===== config.mk =====
export PLATFORM = sky130hd
export DESIGN_NAME = zx_pager_top
export DESIGN_NICKNAME = d
export VERILOG_FILES = /design/src/hw/zx_pager_pkg.sv /design/src/hw/zx_pager_top.sv /design/src/hw/mem_map.sv /design/src/hw/dos_ctrl.sv /design/src/hw/port_regs.sv /design/src/hw/zbus_decode.sv
export SDC_FILE = /design/constraint.sdc
export NUM_CORES = 1
export LEC_CHECK = 0
export BUFFER_PORTS_ARGS = -buffer_cell sky130_fd_sc_hd__buf_2
export CAP_MARGIN = 0
export CORE_MARGIN = 5
export CORE_UTILIZATION = 51
export CTS_BUF_LIST = sky130_fd_sc_hd__clkbuf_16
export CTS_CLUSTER_DIAMETER = 200
export DETAILED_ROUTE_END_ITERATION = 8
export PLACE_DENSITY_LB_ADDON = 0.2
export SYNTH_ARGS = -nofsm -noshare
export SYNTH_HDL_FRONTEND = slang
export SYNTH_SLANG_ARGS = --single-unit
export TNS_END_PERCENT = 100

===== constraint.sdc =====
create_clock -name fclk -period 1.7 [get_ports fclk]
set_clock_uncertainty 0.1 [all_clocks]
set_input_delay 0.34 -clock fclk [delete_from_list [all_inputs] [get_ports fclk]]
set_output_delay 0.34 -clock fclk [all_outputs]
set_load 0.05 [all_outputs]

===== src/hw/zx_pager_pkg.sv =====
package zx_pager_pkg;

	//////////////////////////////
	// port addresses and pages
	//////////////////////////////
	localparam logic [7:0]  ATM_PORT_LO       = 8'hF7;
	localparam logic [15:0] PORT_EFF7         = 16'hEFF7;
	// offset bits 13..8 of the trap area
	localparam logic [5:0]  DOS_TRAP_HI       = 6'h3D;
	localparam logic [7:0]  CLASSIC_WIN1_PAGE = 8'd5;
	localparam logic [7:0]  CLASSIC_WIN2_PAGE = 8'd2;
	localparam int          NUM_WIN           = 4;

	typedef logic [1:0]  win_idx_t;
	typedef logic [7:0]  page_t;
	typedef logic [13:0] offset_t;

	//////////////////////////////
	// port data views
	//////////////////////////////
	typedef struct packed {
		logic [1:0] spare;
		logic       lock;
		logic       rom_sel;
		logic       screen;
		logic [2:0] bank;
	} p7ffd_t;

	typedef struct packed {
		logic [3:0] spare_hi;
		logic       ram0;
		logic       atm_en;
		logic [1:0] spare_lo;
	} eff7_t;

	// one data byte, three meanings depending on the port
	typedef union packed {
		p7ffd_t p7ffd;
		eff7_t  eff7;
		page_t  page_n;
	} port_data_u;

	typedef enum logic [1:0] {
		PK_7FFD,
		PK_EFF7,
		PK_ATM
	} port_kind_t;

	//////////////////////////////
	// bus events and mapping
	//////////////////////////////
	typedef struct packed {
		logic       valid;
		port_kind_t kind;
		win_idx_t   window;
		logic       ram;
		port_data_u data;
	} port_wr_t;

	typedef struct packed {
		logic     valid;
		win_idx_t window;
		offset_t  offset;
		logic     rnw;
		logic     m1;
	} mem_cyc_t;

	typedef struct packed {
		logic  rom;
		page_t page;
	} win_cfg_t;

	typedef win_cfg_t [NUM_WIN-1:0] win_map_t;

	typedef struct packed {
		logic    rom;
		page_t   page;
		offset_t offset;
		logic    rnw;
	} mem_access_t;

endpackage

===== src/hw/zx_pager_top.sv =====
`timescale 1ns/1ps

module zx_pager_top (
	input  logic                      fclk,
	input  logic                      rst_n,
	input  logic                      iorq_n,
	input  logic                      mreq_n,
	input  logic                      rd_n,
	input  logic                      wr_n,
	input  logic                      m1_n,
	input  logic [15:0]               a,
	input  logic [7:0]                d,
	output logic                      mem_valid,
	output zx_pager_pkg::mem_access_t mem_out,
	output logic                      dos,
	output logic                      screen
);
	import zx_pager_pkg::*;

	port_wr_t port_wr;
	mem_cyc_t mem_cyc;
	win_map_t win_map;

	//////////////////////////////
	// decode
	//////////////////////////////
	zbus_decode u_decode (.fclk(fclk), .rst_n(rst_n), .iorq_n(iorq_n), .mreq_n(mreq_n),
	                      .rd_n(rd_n), .wr_n(wr_n), .m1_n(m1_n), .a(a), .d(d),
	                      .port_wr(port_wr), .mem_cyc(mem_cyc));

	//////////////////////////////
	// pager state
	//////////////////////////////
	port_regs u_regs (.fclk(fclk), .rst_n(rst_n), .port_wr(port_wr), .dos(dos),
	                  .win_map(win_map), .screen(screen));

	dos_ctrl u_dos (.fclk(fclk), .rst_n(rst_n), .mem_cyc(mem_cyc),
	                .win0_rom(win_map[0].rom), .dos(dos));

	// physical access out
	mem_map u_map (.fclk(fclk), .rst_n(rst_n), .mem_cyc(mem_cyc), .win_map(win_map),
	               .mem_valid(mem_valid), .mem_out(mem_out));

endmodule


===== src/hw/mem_map.sv =====
`timescale 1ns/1ps

module mem_map (
	input  logic                      fclk,
	input  logic                      rst_n,
	input  zx_pager_pkg::mem_cyc_t    mem_cyc,
	input  zx_pager_pkg::win_map_t    win_map,
	output logic                      mem_valid,
	output zx_pager_pkg::mem_access_t mem_out
);
	import zx_pager_pkg::*;

	win_cfg_t    cfg;
	mem_access_t access;

	//////////////////////////////
	// window lookup
	//////////////////////////////
	assign cfg = win_map[mem_cyc.window];

	always_comb
	begin
		access.rom    = cfg.rom;
		access.page   = cfg.page;
		access.offset = mem_cyc.offset;
		access.rnw    = mem_cyc.rnw;
	end

	always_ff @(posedge fclk)
	begin
		if (!rst_n)
		begin
			mem_valid <= 1'b0;
		end
		else
		begin
			mem_valid <= mem_cyc.valid;
		end
	end

	// held until the next access
	always_ff @(posedge fclk)
	begin
		if (mem_cyc.valid)
		begin
			mem_out <= access;
		end
	end

endmodule


===== src/hw/dos_ctrl.sv =====
`timescale 1ns/1ps

module dos_ctrl (
	input  logic                   fclk,
	input  logic                   rst_n,
	input  zx_pager_pkg::mem_cyc_t mem_cyc,
	input  logic                   win0_rom,
	output logic                   dos
);
	import zx_pager_pkg::*;

	logic m1_fetch;
	logic dos_on;
	logic dos_off;

	assign m1_fetch = mem_cyc.valid && mem_cyc.m1;

	// trap area 3Dxx, only while ROM is shown
	assign dos_on  = m1_fetch && mem_cyc.window == 2'd0 && win0_rom
	                 && mem_cyc.offset[13:8] == DOS_TRAP_HI;
	assign dos_off = m1_fetch && mem_cyc.window != 2'd0;

	always_ff @(posedge fclk)
	begin
		if (!rst_n)
		begin
			dos <= 1'b0;
		end
		else if (dos_off)
		begin
			dos <= 1'b0;
		end
		else if (dos_on)
		begin
			dos <= 1'b1;
		end
	end

endmodule


===== src/hw/port_regs.sv =====
`timescale 1ns/1ps

module port_regs (
	input  logic                   fclk,
	input  logic                   rst_n,
	input  zx_pager_pkg::port_wr_t port_wr,
	input  logic                   dos,
	output zx_pager_pkg::win_map_t win_map,
	output logic                   screen
);
	import zx_pager_pkg::*;

	p7ffd_t   p7ffd_q;
	eff7_t    eff7_q;
	win_map_t atm_q;

	logic     wr_7ffd, wr_eff7, wr_atm;
	win_cfg_t atm_cfg;

	assign wr_7ffd = port_wr.valid && port_wr.kind == PK_7FFD;
	assign wr_eff7 = port_wr.valid && port_wr.kind == PK_EFF7;
	assign wr_atm  = port_wr.valid && port_wr.kind == PK_ATM;

	// ATM pager ports hold the page inverted
	assign atm_cfg.rom  = !port_wr.ram;
	assign atm_cfg.page = ~port_wr.data.page_n;

	//////////////////////////////
	// 7FFD and EFF7
	//////////////////////////////
	always_ff @(posedge fclk)
	begin
		if (!rst_n)
		begin
			p7ffd_q <= '0;
		end
		else if (wr_7ffd && !p7ffd_q.lock)
		begin
			p7ffd_q <= port_wr.data.p7ffd;
		end
	end

	always_ff @(posedge fclk)
	begin
		if (!rst_n)
		begin
			eff7_q <= '0;
		end
		else if (wr_eff7)
		begin
			eff7_q <= port_wr.data.eff7;
		end
	end

	//////////////////////////////
	// ATM window registers
	//////////////////////////////
	always_ff @(posedge fclk)
	begin
		if (!rst_n)
		begin
			atm_q <= '0;
		end
		else if (wr_atm)
		begin
			atm_q[port_wr.window] <= atm_cfg;
		end
	end

	// effective map
	always_comb
	begin
		if (eff7_q.atm_en)
		begin
			win_map = atm_q;
		end
		else
		begin
			if (eff7_q.ram0)
			begin
				win_map[0].rom  = 1'b0;
				win_map[0].page = '0;
			end
			else
			begin
				win_map[0].rom  = 1'b1;
				win_map[0].page = {6'd0, p7ffd_q.rom_sel, dos};
			end
			win_map[1].rom  = 1'b0;
			win_map[1].page = CLASSIC_WIN1_PAGE;
			win_map[2].rom  = 1'b0;
			win_map[2].page = CLASSIC_WIN2_PAGE;
			win_map[3].rom  = 1'b0;
			win_map[3].page = {5'd0, p7ffd_q.bank};
		end
	end

	assign screen = p7ffd_q.screen;

endmodule


===== src/hw/zbus_decode.sv =====
`timescale 1ns/1ps

module zbus_decode (
	input  logic                   fclk,
	input  logic                   rst_n,
	input  logic                   iorq_n,
	input  logic                   mreq_n,
	input  logic                   rd_n,
	input  logic                   wr_n,
	input  logic                   m1_n,
	input  logic [15:0]            a,
	input  logic [7:0]             d,
	output zx_pager_pkg::port_wr_t port_wr,
	output zx_pager_pkg::mem_cyc_t mem_cyc
);
	import zx_pager_pkg::*;

	// first stage, bus as sampled
	logic        io_cond_q, mem_cond_q;
	logic        io_cond_qq, mem_cond_qq;
	logic [15:0] a_q;
	logic [7:0]  d_q;
	logic        wr_n_q, m1_n_q;

	port_kind_t  io_kind;
	logic        io_hit;

	always_ff @(posedge fclk)
	begin
		a_q    <= a;
		d_q    <= d;
		wr_n_q <= wr_n;
		m1_n_q <= m1_n;
	end

	always_ff @(posedge fclk)
	begin
		if (!rst_n)
		begin
			io_cond_q   <= 1'b0;
			mem_cond_q  <= 1'b0;
			io_cond_qq  <= 1'b0;
			mem_cond_qq <= 1'b0;
		end
		else
		begin
			io_cond_q   <= !iorq_n && !wr_n;
			mem_cond_q  <= !mreq_n && (!rd_n || !wr_n);
			io_cond_qq  <= io_cond_q;
			mem_cond_qq <= mem_cond_q;
		end
	end

	//////////////////////////////
	// port classification
	//////////////////////////////
	always_comb
	begin
		io_kind = PK_7FFD;
		io_hit  = 1'b0;
		if (a_q == PORT_EFF7)
		begin
			io_kind = PK_EFF7;
			io_hit  = 1'b1;
		end
		else if (a_q[7:0] == ATM_PORT_LO && a_q[13:12] == 2'b11)
		begin
			io_kind = PK_ATM;
			io_hit  = 1'b1;
		end
		else if (!a_q[15] && !a_q[1])
			io_hit = 1'b1;
	end

	// pulses on onset of each condition
	always_ff @(posedge fclk)
	begin
		if (!rst_n)
		begin
			port_wr.valid <= 1'b0;
			mem_cyc.valid <= 1'b0;
		end
		else
		begin
			port_wr.valid <= io_cond_q && !io_cond_qq && io_hit;
			mem_cyc.valid <= mem_cond_q && !mem_cond_qq;
		end
	end

	always_ff @(posedge fclk)
	begin
		port_wr.kind   <= io_kind;
		port_wr.window <= a_q[15:14];
		port_wr.ram    <= a_q[11];
		port_wr.data   <= d_q;
		mem_cyc.window <= a_q[15:14];
		mem_cyc.offset <= a_q[13:0];
		mem_cyc.rnw    <= wr_n_q;
		mem_cyc.m1     <= !m1_n_q;
	end

endmodule


# ---- Yosys cells after proc, flatten, opt, wreduce, memory -nomap -nowiden
# Cells that the tools add are included.
# Widths: inputs -> output; s select.
dict set report word_totals {
  register_bits 131
  inputBits 31
  out_inout_bits 27
  word_cells 91
}
dict set report op_classes {
  n_lt_le_gt_ge 2
  eq_ne 6
  n_mux 11
  bitwise_logic 2
  reduce_logical 33
}
# cell n
set ops {}
lappend ops {{$bwmux 36} 1}
lappend ops {{$mux 36} 1}
lappend ops {{$mux 9} 3}
lappend ops {{$bmux 9 s2} 1}
lappend ops {{$demux 9 s2} 1}
lappend ops {{$logic_and 1x1->1} 17}
lappend ops {{$eq 16x16->1 const B} 1}
lappend ops {{$logic_not 1->1} 11}
lappend ops {{$eq 8x8->1 const B} 1}
lappend ops {{$not 8->8} 1}
lappend ops {{$eq 6x6->1 const B} 1}
lappend ops {{$eq 2x2->1 const B} 2}
lappend ops {{$logic_not 2->1} 2}
lappend ops {{$lt 2x3->1 const B} 1}
lappend ops {{$mux 1} 3}
lappend ops {{$eq 2x1->1 const B} 1}
lappend ops {{$ge 2x1->1 const B} 1}
lappend ops {{$mux 2} 1}
lappend ops {{$reduce_bool 2->1} 1}
lappend ops {{$reduce_or 2->1} 1}
lappend ops {{$logic_or 1x1->1} 1}
lappend ops {{$not 1->1} 1}

# ---- Logic depth before layout (Yosys ltp)
# Gate-level depths: netlist of run 1.
dict set report depth {
  ltp_word 6
  depth_mapped 5
  depth_no_buf 3
}

# ---- Hierarchy
# A second synthesis of run 1 with hierarchy kept.
dict set report hier_totals {
  cells_unflattened 332
  area_unflattened_um2 4331.7
}
# module instances cells_per_inst area_each_um2 seq_area_each_um2
set modules_own_cells {}
lappend modules_own_cells {port_regs 1 206 1951.9 880.8}
lappend modules_own_cells {zbus_decode 1 82 1358.8 1201.2}
lappend modules_own_cells {mem_map 1 37 965.9 740.7}
lappend modules_own_cells {dos_ctrl 1 7 55.1 20.0}

# ---- Least setup slack after synthesis of run 1
# OpenSTA, ideal clock, no wires.
dict set report synth_timing {
  path_type {flip-flop to flip-flop}
  from {register, netlist name u_decode.port_wr[10]}
  to {register, netlist name u_map.mem_out[21]}
  t_arrival_ps 1182
  t_required_ps 1345
  path_slack_ps 164
  path_stages_with_launch 5
  path_cell_list {dfxtp_1 -> buf_6 -> buf_2 -> mux4_2 -> and2_1}
}

==> flow_metrics.tcl, run 1 <==
set metrics [dict create \
    outcome "finished clean" \
    fmax_mhz 642.3 \
    period_minus_slack_ns 1.557 \
    mostFrequentLayoutCell "dfxtp_1" \
    io_pins 58 \
    power_leakage_nw 2.193 \
    gp_congestion 0.7919 \
    synth_top_family_by_area "simple AND/OR/NAND/NOR gates" \
    timing.rr.end "u_map.mem_out[15]" \
    die_x_um 101.7 \
    synth_mux_area_frac 0.05487 \
    met3_length_um 487 \
    grt_pass1_vias 2918 \
    hp-class "primary input to register" \
    wl_um 9233 \
    cts-root-buf "clkbuf_16" \
    multi_input_area_sq_mm 0.001275 \
    grt_antenna_before_repair 0 \
    maxCapViolCount 0 \
    vias 2915 \
    synth_compound_area_frac 0.1203 \
    vdd_drop_max_mv 0.7310 \
    max_slew_margin 0.6549 \
    r2r_cells 5 \
    r2r-start "u_decode.port_wr[9]" \
    p_per_area_mw_per_mm2 1268 \
    drtIter0Drc 128 \
    grt_max_degree 53 \
    endpoint "u_map.mem_out[15]" \
    syn-num-nets 377 \
    dr.pass1.iters 4 \
    synth-xor-area-share 0 \
    synth-seq-cells 130 \
    wirelength_met1_um 3874 \
    critPathRequiredTime_ns 1.75 \
    synthAdderAreaFrac 0 \
    crit_fanout 14 \
    async_reset_ff_frac 0 \
    cts_tree "built" \
    numCtsBuffers 17 \
    arrival_ns 1.61 \
    power_mw 7.065 \
    grt_first_pass_wirelength_um 14750 \
    worstSkewPairLatency_ns 0.41 \
    clockBufferDepth 2 \
    yosysUniqueCellTypes 43 \
    core_sq_mm 0.008217 \
    synth-edff-count 24 \
    setup.worst_path.start_class "register" \
    tns_ns 0 \
    syn_avg_cell_area_sq_um 12.39 \
    crit_path_start "u_decode.port_wr[9]" \
    h-tree-depth 4 \
    seqCellArea_sq_mm 0.002843 \
    fin_ws_ns 0.1431 \
    dieHeight_um 101.7 \
    syn_area_sq_mm 0.004287 \
    tightestPinTransition_ns 0.5154 \
    synth_ff_type "dfxtp_1" \
    path_class "register to register" \
    highest_layer "met4" \
    setup_violations 0 \
    port_buffers 57 \
    drive_above_1_share 0.2544 \
    slew_viol_final 0 \
    fin_nets 474 \
    fill_cells 603 \
    die_area_sq_mm 0.01034 \
    timing.final.crit_share 0.9158 \
    start_util 0.5217 \
    final_hold_viol_count 0 \
    synthCells 346 \
    layout_common_cells "dfxtp_1, buf_2, a21oi_1" \
    final_antenna_net_count 0 \
    post_cts_buffers 0 \
    synth_warnings 0 \
    pre_cts_slack_ns 0.1483 \
    dpl.hpwl_um 5587 \
    seq_area_frac_synth 0.6632 \
    synth_top_area_share 0.4950 \
    crit_path_end_kind "register" \
    area_growth_pct 30.01 \
    clk_pin_slew_ns 0.06 \
    drc 0 \
    synthTopCellsByArea "dfxtp_1, edfxtp_1, a21oi_1" \
    yosys.area.top_type "dfxtp_1" \
    rsz0062_at_grt "no" \
    post-route-util 0.6782 \
    avgViaCountPerCell 5.196 \
    wl_met2_um 4719 \
    r2r_slack_ns 0.14 \
    diodes 0 \
    synth_simple_gate_area_frac 0.1223 \
    wl_per_cell_um 16.46 \
    fp-row-count 33 \
    cts_sinks 130 \
    gr-total-overflow 0 \
    track_usage 0.1924 \
]
[layer usage]
layer / vias to the layer above / GRT usage
met3: 14 / 0.06129
met1: 1384 / 0.2322
li1: 1444 / -
met4: 0 / 0.08180
met5: - / 0
met2: 73 / 0.3174
[state kept, by name, indices dropped and copies added (netlist names)]
name,cells
u_decode.mem_cyc,17
u_map.mem_out,24
u_decode.mem_cond_qq,1
u_decode.io_cond_q,1
u_regs.screen,1
u_regs.atm_q,36
u_decode.a_q,16
u_decode.mem_cond_q,1
u_decode.d_q,8
u_decode.m1_n_q,1
u_dos.dos,1
u_map.mem_valid,1
u_regs.eff7_q,2
u_decode.wr_n_q,1
u_regs.p7ffd_q,5
u_decode.port_wr,13
u_decode.io_cond_qq,1
[how the worst min path moves through the flow]
| stage | to | slack [ns] | depth (start not counted) | start |
|---|---|---|---|---|
| 2_1_floorplan | u_decode.mem_cyc[1] | 0.21 | 0 | u_decode.wr_n_q |
| 3_3_place_gp | u_decode.port_wr[0] | 0.21 | 0 | u_decode.d_q[0] |
| 3_5_place_dp | u_decode.mem_cyc[1] | 0.21 | 0 | u_decode.wr_n_q |
| 4_1_cts | u_decode.mem_cond_q | 0.02 | 2 | rd_n |
| 5_1_grt | u_decode.mem_cond_q | 0.02 | 2 | rd_n |
| 6_report | u_decode.mem_cond_q | 0.03 | 2 | rd_n |
[report_power, final]
part,switching (mW),internal (mW)
clock,1.55,1.96
combinational,0.154,0.130
sequential,0.0516,3.22
[Yosys cell counts, types with 6 or more instances]
cell type,instances
dfxtp_1,106
a21oi_1,37
o21ai_0,27
edfxtp_1,24
or3_1,24
nor2_1,16
a211oi_1,14
and2_1,10
mux2i_1,10
nand2_1,9
clkbuf_1,8
inv_1,6
mux4_2,6
[cell type report]
class	count	share of cell area
multi-input combinational	189	0.2288
tap	105	0.02357
clock buffer	17	0.07634
clock inverter	15	0.02784
timing repair buffer	99	0.1293
sequential	130	0.5101
inverter	6	0.004041
[critical path, stage by stage (launching register included)]
cell and delay [ns]:
dfxtp_1 0.37, buf_12 0.16, buf_4 0.17, mux2i_1 0.19
nor2_1 0.05, a221o_1 0.26
[what timing repair did]
| action | in CTS | in global routing |
|---|---|---|
| gates resized for setup | 0 | 0 |
| hold endpoints to repair | 28 | 0 |
| hold buffers | 28 | 0 |
[metrics by stage]
| step | cells | cell area (sq um) | hold WS, ns |
|---|---|---|---|
| after floorplan | 346 | 4287 | 0.2096 |
| after global placement | 501 | 4712 | 0.2101 |
| after detailed placement | 501 | 4712 | 0.2121 |
| after CTS | 561 | 5573 | 0.01723 |
| after global routing | 561 | 5573 | 0.02451 |
| final | 561 | 5573 | 0.02924 |
[kinds of logic after synthesis]
| group | Yosys count |
|---|---|
| AND/OR/NAND/NOR | 84 |
| multiplexers | 16 |
| buffers and inverters | 27 |
| AO/OA/AOI/OAI | 89 |
| flip-flops | 130 |
Power figures use the tool's default switching activity.
==> run 2, diff against run 1 <==
Settings changed: REMOVE_ABC_BUFFERS set to 1.
==> flow_metrics.tcl, run 2 (same netlist as run 1, synthesis figures left out) <==
set metrics [dict create \
    fill_cells 609 \
    grt_pass1_vias 2848 \
    die_area_sq_mm 0.01034 \
    maxCapViolCount 0 \
    wl_um 8408 \
    min_from "rst_n" \
    grt_first_pass_wirelength_um 13970 \
    outcome "finished clean" \
    final_antenna_net_count 0 \
    io_pins 58 \
    multi_input_area_sq_mm 0.001275 \
    fin_ws_ns 0.1386 \
    top_register "u_regs.atm_q" \
    vias 2935 \
    numCtsBuffers 17 \
    die_x_um 101.7 \
    critPathRequiredTime_ns 1.74 \
    arrival_ns 1.60 \
    fp-row-count 33 \
    ctsHoldBuffers 29 \
    h-tree-depth 4 \
    avgViaCountPerCell 5.222 \
    grt_max_degree 53 \
    post-route-util 0.6735 \
    grt_antenna_before_repair 0 \
    min_to "u_map.mem_valid" \
    dieHeight_um 101.7 \
    max_slew_margin 0.6745 \
    area_growth_pct 29.10 \
    post_cts_buffers 0 \
    setup.worst_path.start_class "register" \
    fmax_mhz 640.4 \
    power_leakage_nw 2.174 \
    top_regs "u_regs.atm_q: 36 flops, u_map.mem_out: 24 flops, u_decode.mem_cyc: 17 flops" \
    tightestPinTransition_ns 0.4877 \
    p_per_area_mw_per_mm2 1218 \
    fin_nets 475 \
    largest_reg_flops 36 \
    vdd_drop_max_mv 0.9707 \
    timing.final.crit_share 0.9185 \
    diodes 0 \
    cts-root-buf "clkbuf_16" \
    path_class "register to register" \
    cts_tree "built" \
    drive_above_1_share 0.2473 \
    r2r_cells 4 \
    gp_congestion 0.8111 \
    layout_common_cells "dfxtp_1, buf_2, a21oi_1" \
    drtIter0Drc 187 \
    post_cts_resized 0 \
    crit_path_start "u_decode.port_wr[9]" \
    pre_cts_slack_ns 0.1339 \
    r2r_slack_ns 0.14 \
    start_util 0.5217 \
    rsz0062_at_grt "no" \
    final_hold_viol_count 0 \
    gr-total-overflow 0 \
    holdWs_ns 0.08623 \
    slew_viol_final 0 \
    clockBufferDepth 2 \
    setup_violations 0 \
    drc 0 \
    crit_path_end_kind "register" \
    period_minus_slack_ns 1.561 \
    track_usage 0.1787 \
    clk_pin_slew_ns 0.06 \
    hp-class "primary input to register" \
    whs_path_depth 2 \
    wl_per_cell_um 14.96 \
    mostFrequentLayoutCell "dfxtp_1" \
    cts_sinks 130 \
    port_buffers 57 \
    timing.rr.end "u_map.mem_out[23]" \
    seqCellArea_sq_mm 0.002843 \
    core_sq_mm 0.008217 \
    dr.pass1.iters 5 \
    crit_fanout 3 \
    worstSkewPairLatency_ns 0.41 \
    r2r-start "u_decode.port_wr[9]" \
    dpl.hpwl_um 5648 \
]
[run 2: final cells by class]
type | count | share of cell area
tap | 105 | 0.02374
clock inverter | 15 | 0.01922
multi-input combinational | 189 | 0.2304
clock buffer | 17 | 0.07687
timing repair buffer | 100 | 0.1320
sequential | 130 | 0.5137
inverter | 6 | 0.004070
[run 2: critical path: stages, from the launching register on]
cell and delay [ns]:
dfxtp_1 0.41, buf_4 0.15, mux4_2 0.49, nand2_1 0.08
o21ai_0 0.08
[run 2: worst max-delay path by stage]
stage / to / cells after the start
3_5_place_dp: u_map.mem_out[23] / 4
2_1_floorplan: u_map.mem_out[21] / 2
4_1_cts: u_map.mem_out[20] / 3
6_report: u_map.mem_out[23] / 4
3_3_place_gp: u_map.mem_out[23] / 4
5_1_grt: u_regs.atm_q[29] / 5
[run 2: stage by stage]
stage / instances / instance area, sq um / setup TNS, ns / total power, mW
finish: 562 / 5534 / 0 / 6.739
global route: 562 / 5534 / 0 / 6.994
CTS: 562 / 5534 / 0 / 6.804
detailed placement: 501 / 4712 / 0 / 3.569
global placement: 501 / 4712 / 0 / 3.562
floorplan: 325 / 4140 / -1.470 / 3.445
[run 2: layer usage]
layer,up-vias,global-route usage,share of wire
li1,1451,-,-
met1,1372,0.2259,0.43
met2,96,0.2812,0.49
met3,16,0.06680,0.064
met4,0,0.06544,0.017
met5,-,0,0
[run 2: where the power goes]
| group | internal, mW | leakage, nW | switching (mW) |
|---|---|---|---|
| sequential | 3.22 | 1.10 | 0.0478 |
| combinational | 0.132 | 0.817 | 0.147 |
| clock | 1.87 | 0.261 | 1.32 |
| total | 5.23 | 2.17 | 1.51 |
==> run 3, diff against run 2 <==
Settings changed: HOLD_SLACK_MARGIN set to 0.12.
==> flow_metrics.tcl, run 3 (same netlist as run 1, synthesis figures left out) <==
set metrics [dict create \
    outcome "finished clean" \
    vdd_drop_max_mv 0.9738 \
    pre_cts_slack_ns 0.1339 \
    cts_sinks 130 \
    timing.rr.end "u_map.mem_out[23]" \
    area_growth_pct 29.33 \
    p_per_area_mw_per_mm2 1216 \
    timing.final.crit_share 0.9164 \
    slew_viol_final 0 \
    period_minus_slack_ns 1.558 \
    clk_pin_slew_ns 0.06 \
    r2r-start "u_decode.port_wr[9]" \
    fin_nets 476 \
    avgViaCountPerCell 5.236 \
    place_area_sq_mm 0.004712 \
    power_leakage_nw 2.178 \
    die_x_um 101.7 \
    crit_fanout 3 \
    power_frac_comb 0.042 \
    gr-total-overflow 0 \
    grt_max_degree 53 \
    top_regs "u_regs.atm_q: 36 flops, u_map.mem_out: 24 flops, u_decode.mem_cyc: 17 flops" \
    critPathRequiredTime_ns 1.74 \
    setup.worst_path.start_class "register" \
    port_buffers 57 \
    drive_above_1_share 0.2467 \
    numCtsBuffers 17 \
    layout_common_cells "dfxtp_1, buf_2, a21oi_1" \
    worstSkewPairLatency_ns 0.41 \
    fin_ws_ns 0.1421 \
    p_int_mw 5.227 \
    tns_ns 0 \
    gp_congestion 0.8111 \
    maxCapViolCount 0 \
    dp_cells 501 \
    setup_violations 0 \
    stdcell_area_sq_mm 0.005544 \
    min_from "u_decode.d_q[4]" \
    final_antenna_net_count 0 \
    final_hold_viol_count 0 \
    start_util 0.5217 \
    dieHeight_um 101.7 \
    diodes 0 \
    p_sw_mw 1.513 \
    rsz0062_at_grt "no" \
    fin_cells 563 \
    die_area_sq_mm 0.01034 \
    drtIter0Drc 161 \
    hp-class "register to register" \
    seq_power_share 0.486 \
    r2r_slack_ns 0.14 \
    max_slew_margin 0.6747 \
    whs_path_depth 0 \
    grt_pass1_vias 2860 \
    min_to "u_decode.port_wr[4]" \
    crit_path_end_kind "register" \
    core_sq_mm 0.008217 \
    clockBufferDepth 2 \
    wl_um 8400 \
    mostFrequentLayoutCell "dfxtp_1" \
    grt_antenna_before_repair 0 \
    tightestPinTransition_ns 0.4874 \
    path_class "register to register" \
    fp-row-count 33 \
    arrival_ns 1.60 \
    top_register "u_regs.atm_q" \
    grt_first_pass_wirelength_um 14010 \
    drc 0 \
    cts_tree "built" \
    fmax_mhz 641.9 \
    dr.pass1.iters 5 \
    p_sw_frac 0.2245 \
    r2r_cells 4 \
    vias 2948 \
    io_pins 58 \
    largest_reg_flops 36 \
    wl_per_cell_um 14.92 \
    h-tree-depth 4 \
    p_clk_frac 0.473 \
    dpl.hpwl_um 5648 \
    cts-root-buf "clkbuf_16" \
    track_usage 0.1792 \
]
-- run 3: through the flow --
| stage | total power, mW | util | hold WS (ns) |
|---|---|---|---|
| after detailed placement | 3.569 | 0.5735 | 0.2144 |
| after global placement | 3.562 | 0.5735 | 0.2099 |
| after CTS | 6.806 | 0.6747 | 0.2255 |
| after global routing | 6.996 | 0.6747 | 0.2305 |
| after floorplan | 3.445 | - | 0.2096 |
| final | 6.740 | 0.6747 | 0.2247 |
-- run 3: power groups by stage --
| stage | registers [mW] | clock network [mW] | logic, mW |
|---|---|---|---|
| 4_1_cts | 3.27 | 3.25 | 0.283 |
| 5_1_grt | 3.28 | 3.41 | 0.306 |
| 2_1_floorplan | 3.38 | 0 | 0.0614 |
| 3_5_place_dp | 3.34 | 0 | 0.230 |
| 3_3_place_gp | 3.33 | 0 | 0.228 |
| 6_report | 3.27 | 3.19 | 0.282 |
-- run 3: area by class of cell --
| class | count | area, sq um |
|---|---|---|
| sequential | 130 | 2843 |
| fill | 608 | 2673 |
| multi-input combinational | 189 | 1275 |
| timing repair buffer | 101 | 740.7 |
| clock buffer | 17 | 425.4 |
| tap | 105 | 131.4 |
| clock inverter | 15 | 106.4 |
| inverter | 6 | 22.52 |
-- run 3: worst max-delay path by stage --
stage | from | to | slack (ns)
after floorplan | u_decode.port_wr[9] | u_map.mem_out[21] | -0.15
after global placement | u_decode.port_wr[9] | u_map.mem_out[23] | 0.16
after detailed placement | u_decode.port_wr[9] | u_map.mem_out[23] | 0.13
after CTS | u_decode.port_wr[9] | u_map.mem_out[20] | 0.13
after global routing | u_decode.port_wr[9] | u_regs.atm_q[29] | 0.03
final | u_decode.port_wr[9] | u_map.mem_out[23] | 0.14
-- run 3: what timing repair did --
item,in CTS,in global routing
gates resized for setup,0,0
endpoints found under the hold margin,31,0
setup buffers,0,0
hold buffers,30,0
-- run 3: layer usage --
metal,GRT usage,up-vias,wire length (um)
met2,0.2822,95,4145
met3,0.06612,14,504
met5,0,-,0
met4,0.06544,0,139
met1,0.2268,1384,3610
li1,-,1455,-
-- run 3: worst max-delay path, stage by stage, from the launching register on --
cell and delay [ns]:
dfxtp_1 0.41, buf_4 0.15, mux4_2 0.49, nand2_1 0.08
o21ai_0 0.08
